===== src/rv_ls_pkg.sv =====
`default_nettype none

package rv_ls_pkg;

    localparam int XLEN     = 64;
    localparam int INST_LEN = 32;

    // opcode bits 6:2
    localparam logic [4:0] OP_LOAD   = 5'b00000;
    localparam logic [4:0] OP_STORE  = 5'b01000;
    localparam logic [4:0] OP_SYSTEM = 5'b11100;

    localparam logic [2:0] F3_B  = 3'b000;
    localparam logic [2:0] F3_H  = 3'b001;
    localparam logic [2:0] F3_W  = 3'b010;
    localparam logic [2:0] F3_D  = 3'b011;
    localparam logic [2:0] F3_BU = 3'b100;
    localparam logic [2:0] F3_HU = 3'b101;
    localparam logic [2:0] F3_WU = 3'b110;

    localparam logic [2:0] F3_CSRRW = 3'b001;
    localparam logic [2:0] F3_CSRRS = 3'b010;
    localparam logic [2:0] F3_CSRRC = 3'b011;

    localparam logic [11:0] CSR_MSTATUS = 12'h300;
    localparam logic [11:0] CSR_MIE     = 12'h304;
    localparam logic [11:0] CSR_MTVEC   = 12'h305;
    localparam logic [11:0] CSR_MEPC    = 12'h341;
    localparam logic [11:0] CSR_MCAUSE  = 12'h342;
    localparam logic [11:0] CSR_MIP     = 12'h344;

    localparam logic [11:0] FUNCT12_MRET = 12'h302;

    localparam logic [XLEN-1:0] CAUSE_ECALL = 64'd11;
    localparam logic [XLEN-1:0] CAUSE_MTI   = {1'b1, 63'd7}; // interrupt bit set

    // core-local timer region
    localparam logic [XLEN-1:0] CLINT_BASE     = 64'h0000_0000_0200_0000;
    localparam logic [XLEN-1:0] CLINT_MTIMECMP = 64'h0000_0000_0200_4000;
    localparam logic [XLEN-1:0] CLINT_MTIME    = 64'h0000_0000_0200_bff8;
    localparam logic [XLEN-1:0] CLINT_MASK     = 64'hffff_ffff_ffff_0000;

    typedef union packed {
        struct packed {
            logic [11:0] imm12;
            logic [4:0]  rs1;
            logic [2:0]  funct3;
            logic [4:0]  rd;
            logic [6:0]  opcode;
        } itype;
        struct packed {
            logic [6:0] imm_hi;
            logic [4:0] rs2;
            logic [4:0] rs1;
            logic [2:0] funct3;
            logic [4:0] imm_lo;
            logic [6:0] opcode;
        } stype;
    } instr_u;

endpackage

`default_nettype wire


===== src/clint_timer.sv =====
`timescale 1ns/1ps
`default_nettype none

module clint_timer (
    input  logic                       clk,
    input  logic                       arst_n_i,
    input  logic                       rd_en_i,
    input  logic                       wr_en_i,
    input  logic [rv_ls_pkg::XLEN-1:0] addr_i,
    input  logic [rv_ls_pkg::XLEN-1:0] wr_data_i,
    output logic [rv_ls_pkg::XLEN-1:0] rd_data_o,
    output logic                       timer_int_o
);

    logic [rv_ls_pkg::XLEN-1:0] mtime_q;
    logic [rv_ls_pkg::XLEN-1:0] mtimecmp_q;
    logic                       sel_mtime;
    logic                       sel_cmp;

    assign sel_mtime = addr_i == rv_ls_pkg::CLINT_MTIME;
    assign sel_cmp   = addr_i == rv_ls_pkg::CLINT_MTIMECMP;

    always_ff @(posedge clk or negedge arst_n_i) begin
        if (!arst_n_i) begin
            mtime_q    <= '0;
            mtimecmp_q <= '1; // no interrupt out of reset
        end else begin
            mtime_q <= (wr_en_i && sel_mtime) ? wr_data_i : mtime_q + 1'b1;
            if (wr_en_i && sel_cmp) begin
                mtimecmp_q <= wr_data_i;
            end
        end
    end

    assign rd_data_o = !rd_en_i  ? '0         :
                       sel_mtime ? mtime_q    :
                       sel_cmp   ? mtimecmp_q : '0;

    assign timer_int_o = mtime_q >= mtimecmp_q;

endmodule

`default_nettype wire


===== src/csr_file.sv =====
`timescale 1ns/1ps
`default_nettype none

module csr_file (
    input  logic                       clk,
    input  logic                       arst_n_i,
    input  logic [rv_ls_pkg::XLEN-1:0] pc_i,
    input  rv_ls_pkg::instr_u          instr_i,
    input  logic [rv_ls_pkg::XLEN-1:0] csr_wr_data_i,
    input  logic                       trap_i,
    input  logic                       stall_n_i,
    input  logic                       timer_int_i,
    output logic [rv_ls_pkg::XLEN-1:0] csr_data_o,
    output logic [rv_ls_pkg::XLEN-1:0] mtvec_o,
    output logic [rv_ls_pkg::XLEN-1:0] mepc_o,
    output logic                       in_intr_o
);

    logic [rv_ls_pkg::XLEN-1:0] mstatus_q;
    logic [rv_ls_pkg::XLEN-1:0] mie_q;
    logic [rv_ls_pkg::XLEN-1:0] mtvec_q;
    logic [rv_ls_pkg::XLEN-1:0] mepc_q;
    logic [rv_ls_pkg::XLEN-1:0] mcause_q;
    logic [rv_ls_pkg::XLEN-1:0] mip_val;
    logic [rv_ls_pkg::XLEN-1:0] csr_new;
    logic [11:0]                csr_addr;
    logic [2:0]                 f3;
    logic                       is_sys;
    logic                       is_csr;
    logic                       is_mret;
    logic                       csr_we;

    assign is_sys   = instr_i.itype.opcode[6:2] == rv_ls_pkg::OP_SYSTEM;
    assign f3       = instr_i.itype.funct3;
    assign csr_addr = instr_i.itype.imm12;

    assign is_csr  = is_sys && (f3 == rv_ls_pkg::F3_CSRRW || f3 == rv_ls_pkg::F3_CSRRS ||
                                f3 == rv_ls_pkg::F3_CSRRC);
    assign is_mret = is_sys && (f3 == 3'b000) && (csr_addr == rv_ls_pkg::FUNCT12_MRET);

    // set/clear with rs1 = x0 is a pure read
    assign csr_we = is_csr && ((f3 == rv_ls_pkg::F3_CSRRW) || (instr_i.itype.rs1 != 5'd0));

    assign mip_val = {56'd0, timer_int_i, 7'd0}; // MTIP

    always_comb begin
        case (csr_addr)
            rv_ls_pkg::CSR_MSTATUS: csr_data_o = mstatus_q;
            rv_ls_pkg::CSR_MIE:     csr_data_o = mie_q;
            rv_ls_pkg::CSR_MTVEC:   csr_data_o = mtvec_q;
            rv_ls_pkg::CSR_MEPC:    csr_data_o = mepc_q;
            rv_ls_pkg::CSR_MCAUSE:  csr_data_o = mcause_q;
            rv_ls_pkg::CSR_MIP:     csr_data_o = mip_val;
            default:                csr_data_o = '0;
        endcase
    end

    always_comb begin
        case (f3)
            rv_ls_pkg::F3_CSRRS: csr_new = csr_data_o | csr_wr_data_i;
            rv_ls_pkg::F3_CSRRC: csr_new = csr_data_o & ~csr_wr_data_i;
            default:             csr_new = csr_wr_data_i;
        endcase
    end

    // MIE && MTIE && MTIP
    assign in_intr_o = mstatus_q[3] & mie_q[7] & timer_int_i & stall_n_i;

    always_ff @(posedge clk or negedge arst_n_i) begin
        if (!arst_n_i) begin
            mstatus_q <= '0;
            mie_q     <= '0;
            mtvec_q   <= '0;
            mepc_q    <= '0;
            mcause_q  <= '0;
        end else if (stall_n_i) begin
            if (in_intr_o || trap_i) begin
                mepc_q       <= pc_i;
                mcause_q     <= in_intr_o ? rv_ls_pkg::CAUSE_MTI : rv_ls_pkg::CAUSE_ECALL;
                mstatus_q[7] <= mstatus_q[3];
                mstatus_q[3] <= 1'b0;
            end else if (is_mret) begin
                mstatus_q[3] <= mstatus_q[7];
                mstatus_q[7] <= 1'b1;
            end else if (csr_we) begin
                case (csr_addr)
                    rv_ls_pkg::CSR_MSTATUS: mstatus_q <= csr_new;
                    rv_ls_pkg::CSR_MIE:     mie_q     <= csr_new;
                    rv_ls_pkg::CSR_MTVEC:   mtvec_q   <= csr_new;
                    rv_ls_pkg::CSR_MEPC:    mepc_q    <= csr_new;
                    rv_ls_pkg::CSR_MCAUSE:  mcause_q  <= csr_new;
                    default: ; // mip is read only
                endcase
            end
        end
    end

    assign mtvec_o = mtvec_q;
    assign mepc_o  = mepc_q;

endmodule

`default_nettype wire


===== src/ls_ctrl.sv =====
`timescale 1ns/1ps
`default_nettype none

module ls_ctrl (
    input  rv_ls_pkg::instr_u          instr_i,
    input  rv_ls_pkg::instr_u          instr_last_i,
    input  logic [rv_ls_pkg::XLEN-1:0] rs2_i,
    input  logic [rv_ls_pkg::XLEN-1:0] wb_data_i,
    output logic                       wren_o,
    output logic                       rden_o,
    output logic [2:0]                 memop_o,
    output logic [rv_ls_pkg::XLEN-1:0] wr_data_o
);

    logic last_is_store;
    logic last_writes_rd;
    logic fwd_hit;

    assign rden_o  = instr_i.itype.opcode[6:2] == rv_ls_pkg::OP_LOAD;
    assign wren_o  = instr_i.stype.opcode[6:2] == rv_ls_pkg::OP_STORE;
    assign memop_o = instr_i.itype.funct3; // same field in both formats

    // previous instr writes a register unless it is a store or targets x0
    assign last_is_store  = instr_last_i.stype.opcode[6:2] == rv_ls_pkg::OP_STORE;
    assign last_writes_rd = ~last_is_store && (instr_last_i.itype.rd != 5'd0);

    assign fwd_hit = last_writes_rd && (instr_last_i.itype.rd == instr_i.stype.rs2);

    // store operand not yet in the register file
    assign wr_data_o = fwd_hit ? wb_data_i : rs2_i;

endmodule

`default_nettype wire


===== src/ls_stage.sv =====
`timescale 1ns/1ps
`default_nettype none

module ls_stage (
    input  logic                       clk,
    input  logic                       arst_n_i,
    input  logic [rv_ls_pkg::XLEN-1:0] pc_i,
    input  logic [rv_ls_pkg::XLEN-1:0] alures_i,
    input  logic [rv_ls_pkg::XLEN-1:0] rs2_i,
    input  rv_ls_pkg::instr_u          instr_i,
    input  rv_ls_pkg::instr_u          instr_last_i,
    input  logic [rv_ls_pkg::XLEN-1:0] wb_data_i,
    input  logic                       trap_i,
    input  logic                       stall_n_i,
    input  logic                       sram_rd_valid_i,
    input  logic                       sram_wr_ok_i,
    input  logic [rv_ls_pkg::XLEN-1:0] sram_rd_data_i,
    output logic [rv_ls_pkg::XLEN-1:0] ls_res_o,
    output logic [rv_ls_pkg::XLEN-1:0] csr_data_o,
    output logic [rv_ls_pkg::XLEN-1:0] mtvec_o,
    output logic [rv_ls_pkg::XLEN-1:0] mepc_o,
    output logic                       ls_not_ok_o,
    output logic                       in_intr_o,
    output logic [rv_ls_pkg::XLEN-1:0] sram_addr_o,
    output logic                       sram_rd_en_o,
    output logic                       sram_wr_en_o,
    output logic [rv_ls_pkg::XLEN-1:0] sram_wr_data_o,
    output logic [7:0]                 sram_wr_mask_o,
    output logic [2:0]                 sram_wr_size_o,
    output logic [2:0]                 sram_rd_size_o
);

    logic                       wren;
    logic                       rden;
    logic [2:0]                 memop;
    logic [rv_ls_pkg::XLEN-1:0] wr_data;
    logic                       clint_rd_en;
    logic                       clint_wr_en;
    logic [rv_ls_pkg::XLEN-1:0] clint_addr;
    logic [rv_ls_pkg::XLEN-1:0] clint_wr_data;
    logic [rv_ls_pkg::XLEN-1:0] clint_rd_data;
    logic                       timer_int;

    ls_ctrl ls_ctrl_u (
        .instr_i      (instr_i),
        .instr_last_i (instr_last_i),
        .rs2_i        (rs2_i),
        .wb_data_i    (wb_data_i),
        .wren_o       (wren),
        .rden_o       (rden),
        .memop_o      (memop),
        .wr_data_o    (wr_data)
    );

    lsu lsu_u (
        .clk             (clk),
        .arst_n_i        (arst_n_i),
        .wren_i          (wren),
        .rden_i          (rden),
        .memop_i         (memop),
        .addr_i          (alures_i), // effective address from the ALU
        .wr_data_i       (wr_data),
        .stall_n_i       (stall_n_i),
        .sram_rd_valid_i (sram_rd_valid_i),
        .sram_wr_ok_i    (sram_wr_ok_i),
        .sram_rd_data_i  (sram_rd_data_i),
        .clint_rd_data_i (clint_rd_data),
        .ls_res_o        (ls_res_o),
        .ls_not_ok_o     (ls_not_ok_o),
        .sram_addr_o     (sram_addr_o),
        .sram_rd_en_o    (sram_rd_en_o),
        .sram_wr_en_o    (sram_wr_en_o),
        .sram_wr_data_o  (sram_wr_data_o),
        .sram_wr_mask_o  (sram_wr_mask_o),
        .sram_wr_size_o  (sram_wr_size_o),
        .sram_rd_size_o  (sram_rd_size_o),
        .clint_rd_en_o   (clint_rd_en),
        .clint_wr_en_o   (clint_wr_en),
        .clint_addr_o    (clint_addr),
        .clint_wr_data_o (clint_wr_data)
    );

    csr_file csr_file_u (
        .clk           (clk),
        .arst_n_i      (arst_n_i),
        .pc_i          (pc_i),
        .instr_i       (instr_i),
        .csr_wr_data_i (alures_i),
        .trap_i        (trap_i),
        .stall_n_i     (stall_n_i),
        .timer_int_i   (timer_int),
        .csr_data_o    (csr_data_o),
        .mtvec_o       (mtvec_o),
        .mepc_o        (mepc_o),
        .in_intr_o     (in_intr_o)
    );

    clint_timer clint_timer_u (
        .clk         (clk),
        .arst_n_i    (arst_n_i),
        .rd_en_i     (clint_rd_en),
        .wr_en_i     (clint_wr_en),
        .addr_i      (clint_addr),
        .wr_data_i   (clint_wr_data),
        .rd_data_o   (clint_rd_data),
        .timer_int_o (timer_int)
    );

endmodule

`default_nettype wire


===== src/lsu.sv =====
`timescale 1ns/1ps
`default_nettype none

module lsu (
    input  logic                       clk,
    input  logic                       arst_n_i,
    input  logic                       wren_i,
    input  logic                       rden_i,
    input  logic [2:0]                 memop_i,
    input  logic [rv_ls_pkg::XLEN-1:0] addr_i,
    input  logic [rv_ls_pkg::XLEN-1:0] wr_data_i,
    input  logic                       stall_n_i,
    input  logic                       sram_rd_valid_i,
    input  logic                       sram_wr_ok_i,
    input  logic [rv_ls_pkg::XLEN-1:0] sram_rd_data_i,
    input  logic [rv_ls_pkg::XLEN-1:0] clint_rd_data_i,
    output logic [rv_ls_pkg::XLEN-1:0] ls_res_o,
    output logic                       ls_not_ok_o,
    output logic [rv_ls_pkg::XLEN-1:0] sram_addr_o,
    output logic                       sram_rd_en_o,
    output logic                       sram_wr_en_o,
    output logic [rv_ls_pkg::XLEN-1:0] sram_wr_data_o,
    output logic [7:0]                 sram_wr_mask_o,
    output logic [2:0]                 sram_wr_size_o,
    output logic [2:0]                 sram_rd_size_o,
    output logic                       clint_rd_en_o,
    output logic                       clint_wr_en_o,
    output logic [rv_ls_pkg::XLEN-1:0] clint_addr_o,
    output logic [rv_ls_pkg::XLEN-1:0] clint_wr_data_o
);

    logic                       hit_clint;
    logic                       done_q;
    logic                       resp;
    logic [5:0]                 lane_sh;
    logic [7:0]                 size_mask;
    logic [rv_ls_pkg::XLEN-1:0] rd_hold_q;
    logic [rv_ls_pkg::XLEN-1:0] rd_raw;
    logic [rv_ls_pkg::XLEN-1:0] rd_lane;

    assign hit_clint = (addr_i & rv_ls_pkg::CLINT_MASK) == rv_ls_pkg::CLINT_BASE;
    assign lane_sh   = {addr_i[2:0], 3'b000}; // byte offset in bits

    assign sram_rd_en_o  = rden_i & ~hit_clint & ~done_q;
    assign sram_wr_en_o  = wren_i & ~hit_clint & ~done_q;
    assign clint_rd_en_o = rden_i & hit_clint & ~done_q;
    assign clint_wr_en_o = wren_i & hit_clint & ~done_q;

    assign resp        = (sram_rd_en_o & sram_rd_valid_i) | (sram_wr_en_o & sram_wr_ok_i);
    assign ls_not_ok_o = (sram_rd_en_o | sram_wr_en_o) & ~resp;

    always_comb begin
        case (memop_i)
            rv_ls_pkg::F3_B, rv_ls_pkg::F3_BU: size_mask = 8'h01;
            rv_ls_pkg::F3_H, rv_ls_pkg::F3_HU: size_mask = 8'h03;
            rv_ls_pkg::F3_W, rv_ls_pkg::F3_WU: size_mask = 8'h0f;
            default:                           size_mask = 8'hff;
        endcase
    end

    assign sram_addr_o    = addr_i;
    assign sram_wr_data_o = wr_data_i << lane_sh;
    assign sram_wr_mask_o = size_mask << addr_i[2:0];
    assign sram_wr_size_o = {1'b0, memop_i[1:0]}; // log2 of bytes
    assign sram_rd_size_o = {1'b0, memop_i[1:0]};

    assign clint_addr_o    = addr_i;
    assign clint_wr_data_o = wr_data_i;

    // blocks re-issue until the pipeline moves on
    always_ff @(posedge clk or negedge arst_n_i) begin
        if (!arst_n_i) begin
            done_q <= 1'b0;
        end else if (stall_n_i) begin
            done_q <= 1'b0;
        end else if (resp | clint_rd_en_o | clint_wr_en_o) begin
            done_q <= 1'b1;
        end
    end

    always_ff @(posedge clk) begin
        if (clint_rd_en_o | (sram_rd_en_o & sram_rd_valid_i)) begin
            rd_hold_q <= rd_raw;
        end
    end

    assign rd_raw = clint_rd_en_o   ? clint_rd_data_i :
                    sram_rd_valid_i ? sram_rd_data_i  : rd_hold_q;

    assign rd_lane = rd_raw >> lane_sh;

    always_comb begin
        case (memop_i)
            rv_ls_pkg::F3_B:  ls_res_o = {{56{rd_lane[7]}}, rd_lane[7:0]};
            rv_ls_pkg::F3_H:  ls_res_o = {{48{rd_lane[15]}}, rd_lane[15:0]};
            rv_ls_pkg::F3_W:  ls_res_o = {{32{rd_lane[31]}}, rd_lane[31:0]};
            rv_ls_pkg::F3_BU: ls_res_o = {56'd0, rd_lane[7:0]};
            rv_ls_pkg::F3_HU: ls_res_o = {48'd0, rd_lane[15:0]};
            rv_ls_pkg::F3_WU: ls_res_o = {32'd0, rd_lane[31:0]};
            default:          ls_res_o = rd_lane;
        endcase
    end

endmodule

`default_nettype wire


===== config.mk =====
export PLATFORM = sky130hd
export DESIGN_NAME = ls_stage
export DESIGN_NICKNAME = d
export VERILOG_FILES = /design/src/rv_ls_pkg.sv /design/src/clint_timer.sv /design/src/csr_file.sv /design/src/ls_ctrl.sv /design/src/ls_stage.sv /design/src/lsu.sv
export SDC_FILE = /design/constraint.sdc
export NUM_CORES = 2
export LEC_CHECK = 0
export BUFFER_PORTS_ARGS = -buffer_cell sky130_fd_sc_hd__buf_4
export CAP_MARGIN = 20
export CORE_AREA = 4 4 310 312
export CTS_CLUSTER_DIAMETER = 120
export DETAILED_ROUTE_END_ITERATION = 12
export DIE_AREA = 0 0 314 316
export HOLD_SLACK_MARGIN = 0.06
export SYNTH_ARGS = -nofsm -noshare
export SYNTH_HDL_FRONTEND = slang
export SYNTH_SLANG_ARGS = --single-unit
export TNS_END_PERCENT = 100

===== constraint.sdc =====
create_clock -name clk -period 4.9 [get_ports clk]
set_input_delay 0.245 -clock clk [delete_from_list [all_inputs] [get_ports clk]]
set_output_delay 0.245 -clock clk [all_outputs]
set_load 0.03 [all_outputs]

==> flow_summary.toml <==
[global_routing]
met1_usage_pct = 34.0
use_met3_pct = 6.99
grt_pass1_wl_um = 212000
grt_pass1_vias = 30600
busiest_layer = "met2"
met2_usage_pct = 49.9
antenna_found_initial = 7
grt-ovfl-total = 0
grt_max_degree = 154
grt_usage_pct = 28.7

[setup_path]
endpoint_kind = "output port"
ff2ff_path_depth = 13
crit_slowest_cell = "a2111oi_0"
crit_required_ns = 4.66
reg2reg_from = "clint_timer_u.mtimecmp_q[41]"
worstPathMaxFanout = 10
arrival_ns = 4.17
crit_chain = "inv_1 > ha_1 > a21o_1 > a21oi_1 > nor3b_1 > a2111oi_0 > a21oi_1 > o41a_1 > nand2_2 > clkinv_1 > buf_4"
worst_path_most_repeated_cell = "a21oi_1"
r2r_slack_ns = 0.66
critPathLaunch = "clint_timer_u.mtimecmp_q[41]"
cp-start-kind = "register"
max_stage_delay_ns = 0.59
worstSetupPathType = "reg2out"
critPathCapture = "in_intr_o"
r2r-end = "csr_file_u.mcause_q[14]"

[logic_synthesis]
yosys_warnings = 0
synthAdderAreaFrac_pct = 2.59
netlist_instances = 3294
synth_top_area_share_pct = 30.7
synth.area.top_cells = "dfrtp_1 (31%), mux2_2 (8.0%), edfxtp_1 (6.1%)"
synth_area_um2 = 31400
synth_seq_cells = 513
synth_cell_types = 82
synth-xor-area-share_pct = 1.84
avgSynthCellArea_um2 = 9.54
synth_edf_count = 64
synthFlopType = "dfrtp_1"
synth.largest_area_cell = "dfrtp_1"
synth.top_cells.by_count = "dfrtp_1 (385), nand2_1 (356), nor2_1 (248)"
async_flop_share_pct = 87.5
synth_compound_area_share_pct = 19.1
yosysSeqAreaShare_pct = 42.1
synthMuxAreaShare_pct = 15.1
synth_top_family_by_area = "compound AO/OA/AOI/OAI gates"
synth-simple-area-share_pct = 13.0
yosysMostFrequentCell = "dfrtp_1"

[placed_design]
portBuffers = 760
dpl.cell_count = 5195
dp.final_hpwl_um = 111000
gp_congestion = 0.945

[final_layout]
seqCellArea_um2 = 13200
fin_util_pct = 45.2
fillers = 9126
nets = 4539
final_layout_size_suffix_gt1_share_pct = 34.3
multi_input_comb_area_um2 = 16400
final-instance-count-excl-fill = 5397
area_growth_pct = 33.7

[clocking]
cts_tree = "yes"
insertion_delay_ns = 0.67
cts.repair.resized = 0
cts_buffers = 58
clock-root-buffer = "clkbuf_16"
clk_pin_slew_worst_paths_ns = 0.07
htree_num_levels = 2
clock-sinks = 513
ctsLongestPathBuffers = 3

[power_and_ir_drop]
leakagePower_nw = 19.3
powerDensity_nw_per_um2 = 276
p_total_mw = 11.6
ir_drop_uv = 284

[drt]
drc = 0
first_pass_iters = 8
routed_wl_um = 150000
drtAntennaViolNets = 0
avgRoutedWirePerCell_um = 27.8
vias = 31300
drt_iter0_drc = 3500
routed_via_density = 5.80

[sta]
hold_viol = 0
timing.final.crit_share_pct = 90.2
relSlewSlack_pct = 28.4
worst_clock_skew_ns = 0.0767
finalSetupViolations = 0
drv_slew = 0
worst_slew_pin_slew_ns = 1.07
max_freq_ghz = 0.226
finalSetupTns_ns = 0
rsz0062_at_grt = "no"
whs_ns = 0.0912
period_needed_ns = 4.42

[die]
core_area_um2 = 93000
ios = 792
initial_core_util_pct = 33.8
die-area_um2 = 99200
fp.dieW_um = 314
die_h_um = 316
rows = 112

[worst_hold_path]
hold_class = "in2reg"

[flow_run]
max-cap-violations = 0

[status]
status = "finished, final reports clean"
flip-flops by register name (all words and copies together), names as in the netlist:
| register | cells |
|---|---|
| clint_timer_u.mtime_q | 64 |
| clint_timer_u.mtimecmp_q | 64 |
| csr_file_u.mcause_q | 64 |
| csr_file_u.mepc_o | 64 |
| csr_file_u.mie_q | 64 |
| csr_file_u.mstatus_q | 64 |
| csr_file_u.mtvec_o | 64 |
| lsu_u.rd_hold_q | 64 |
| lsu_u.done_q | 1 |
power by group:
group          internal (mW)  switching [mW]  leakage, nW  total (mW)
Combinational          0.914            1.49         11.9        2.41
Clock                   2.69            1.95        0.967        4.64
Sequential              4.45           0.116         6.36        4.57
Total                   8.05            3.56         19.3        11.6
metal layers:
metal | wire length [um] | up-vias | share of wire, %
met5 | 34 | - | 0.023
met4 | 7010 | 4 | 4.7
met3 | 14000 | 321 | 9.4
met2 | 73800 | 1729 | 49
met1 | 54900 | 15500 | 37
li1 | - | 13700 | -
layout make-up:
cell class                      instances  share of cell area [%]
Multi-Input combinational cell       2343                    39.1
Clock inverter                         19                   0.759
Timing Repair Buffer                 1045                    19.8
Antenna cell                           11                  0.0655
Inverter                              123                    1.10
Sequential cell                       513                    31.5
Tap cell                             1254                    3.73
Clock buffer                           89                    3.99
layout by cell type (no fill, tap or decap), types with 64 or more instances in the layout:
cell type      instances
a21oi_1              210
dfstp_2               64
dfrtp_1              385
nor2_1               245
nand2_1              353
a222oi_1              67
inv_1                121
ha_1                  65
dlygate4sd3_1         83
edfxtp_1              64
mux2_2               222
o21ai_0              194
nand3_1               90
o22ai_1               92
mux2i_1              161
a22oi_1               74
buf_4                940
what timing repair did:
action | CTS | global route
hold buffers | 83 | 0
buffers inserted | 0 | 0
endpoints found under the setup margin | 0 | 0
hold endpoints to repair | 153 | 0
how the worst min path moves through the flow:
| stage | slack, ns | depth (start not counted) | start | endpoint |
|---|---|---|---|---|
| after floorplan | -0.05 | 0 | arst_n_i | clint_timer_u.mtime_q[0] |
| after global placement | 0.28 | 1 | arst_n_i | clint_timer_u.mtime_q[23] |
| after detailed placement | 0.27 | 1 | arst_n_i | clint_timer_u.mtime_q[23] |
| after CTS | 0.06 | 5 | sram_rd_data_i[39] | lsu_u.rd_hold_q[39] |
| after global routing | 0.09 | 3 | wb_data_i[22] | clint_timer_u.mtime_q[22] |
| final | 0.09 | 3 | wb_data_i[22] | clint_timer_u.mtime_q[22] |
critical path, delay by kind of cell (launching register included):
kind / cells / cell delay [ns]
AND/OR/NAND/NOR: 2 / 0.22
adder cells (fa/ha/maj): 1 / 0.30
AO/OA/AOI/OAI: 5 / 1.69
buffers and inverters: 3 / 0.75
flip-flops: 1 / 0.54
cells by family (layout without fill, tap and decap cells):
| kind of cell | after synthesis | count (layout) |
|---|---|---|
| compound gates | 893 | 893 |
| simple gates | 906 | 906 |
| buf+inv | 439 | 1276 |
| xor+xnor | 66 | 66 |
| other cells | 1 | 13 |
| flops | 513 | 513 |
| mux | 411 | 411 |
| fa+ha+maj | 65 | 65 |
stage by stage:
step / worst slack (ns) / area, um^2
after detailed placement: 0.509 / 39200
final: 0.481 / 42000
after CTS: 0.403 / 42000
after floorplan: 0.669 / 31400
after global placement: 0.483 / 39200
after global routing: 0.272 / 42000
Note: power is estimated with default switching activity, not from simulation.
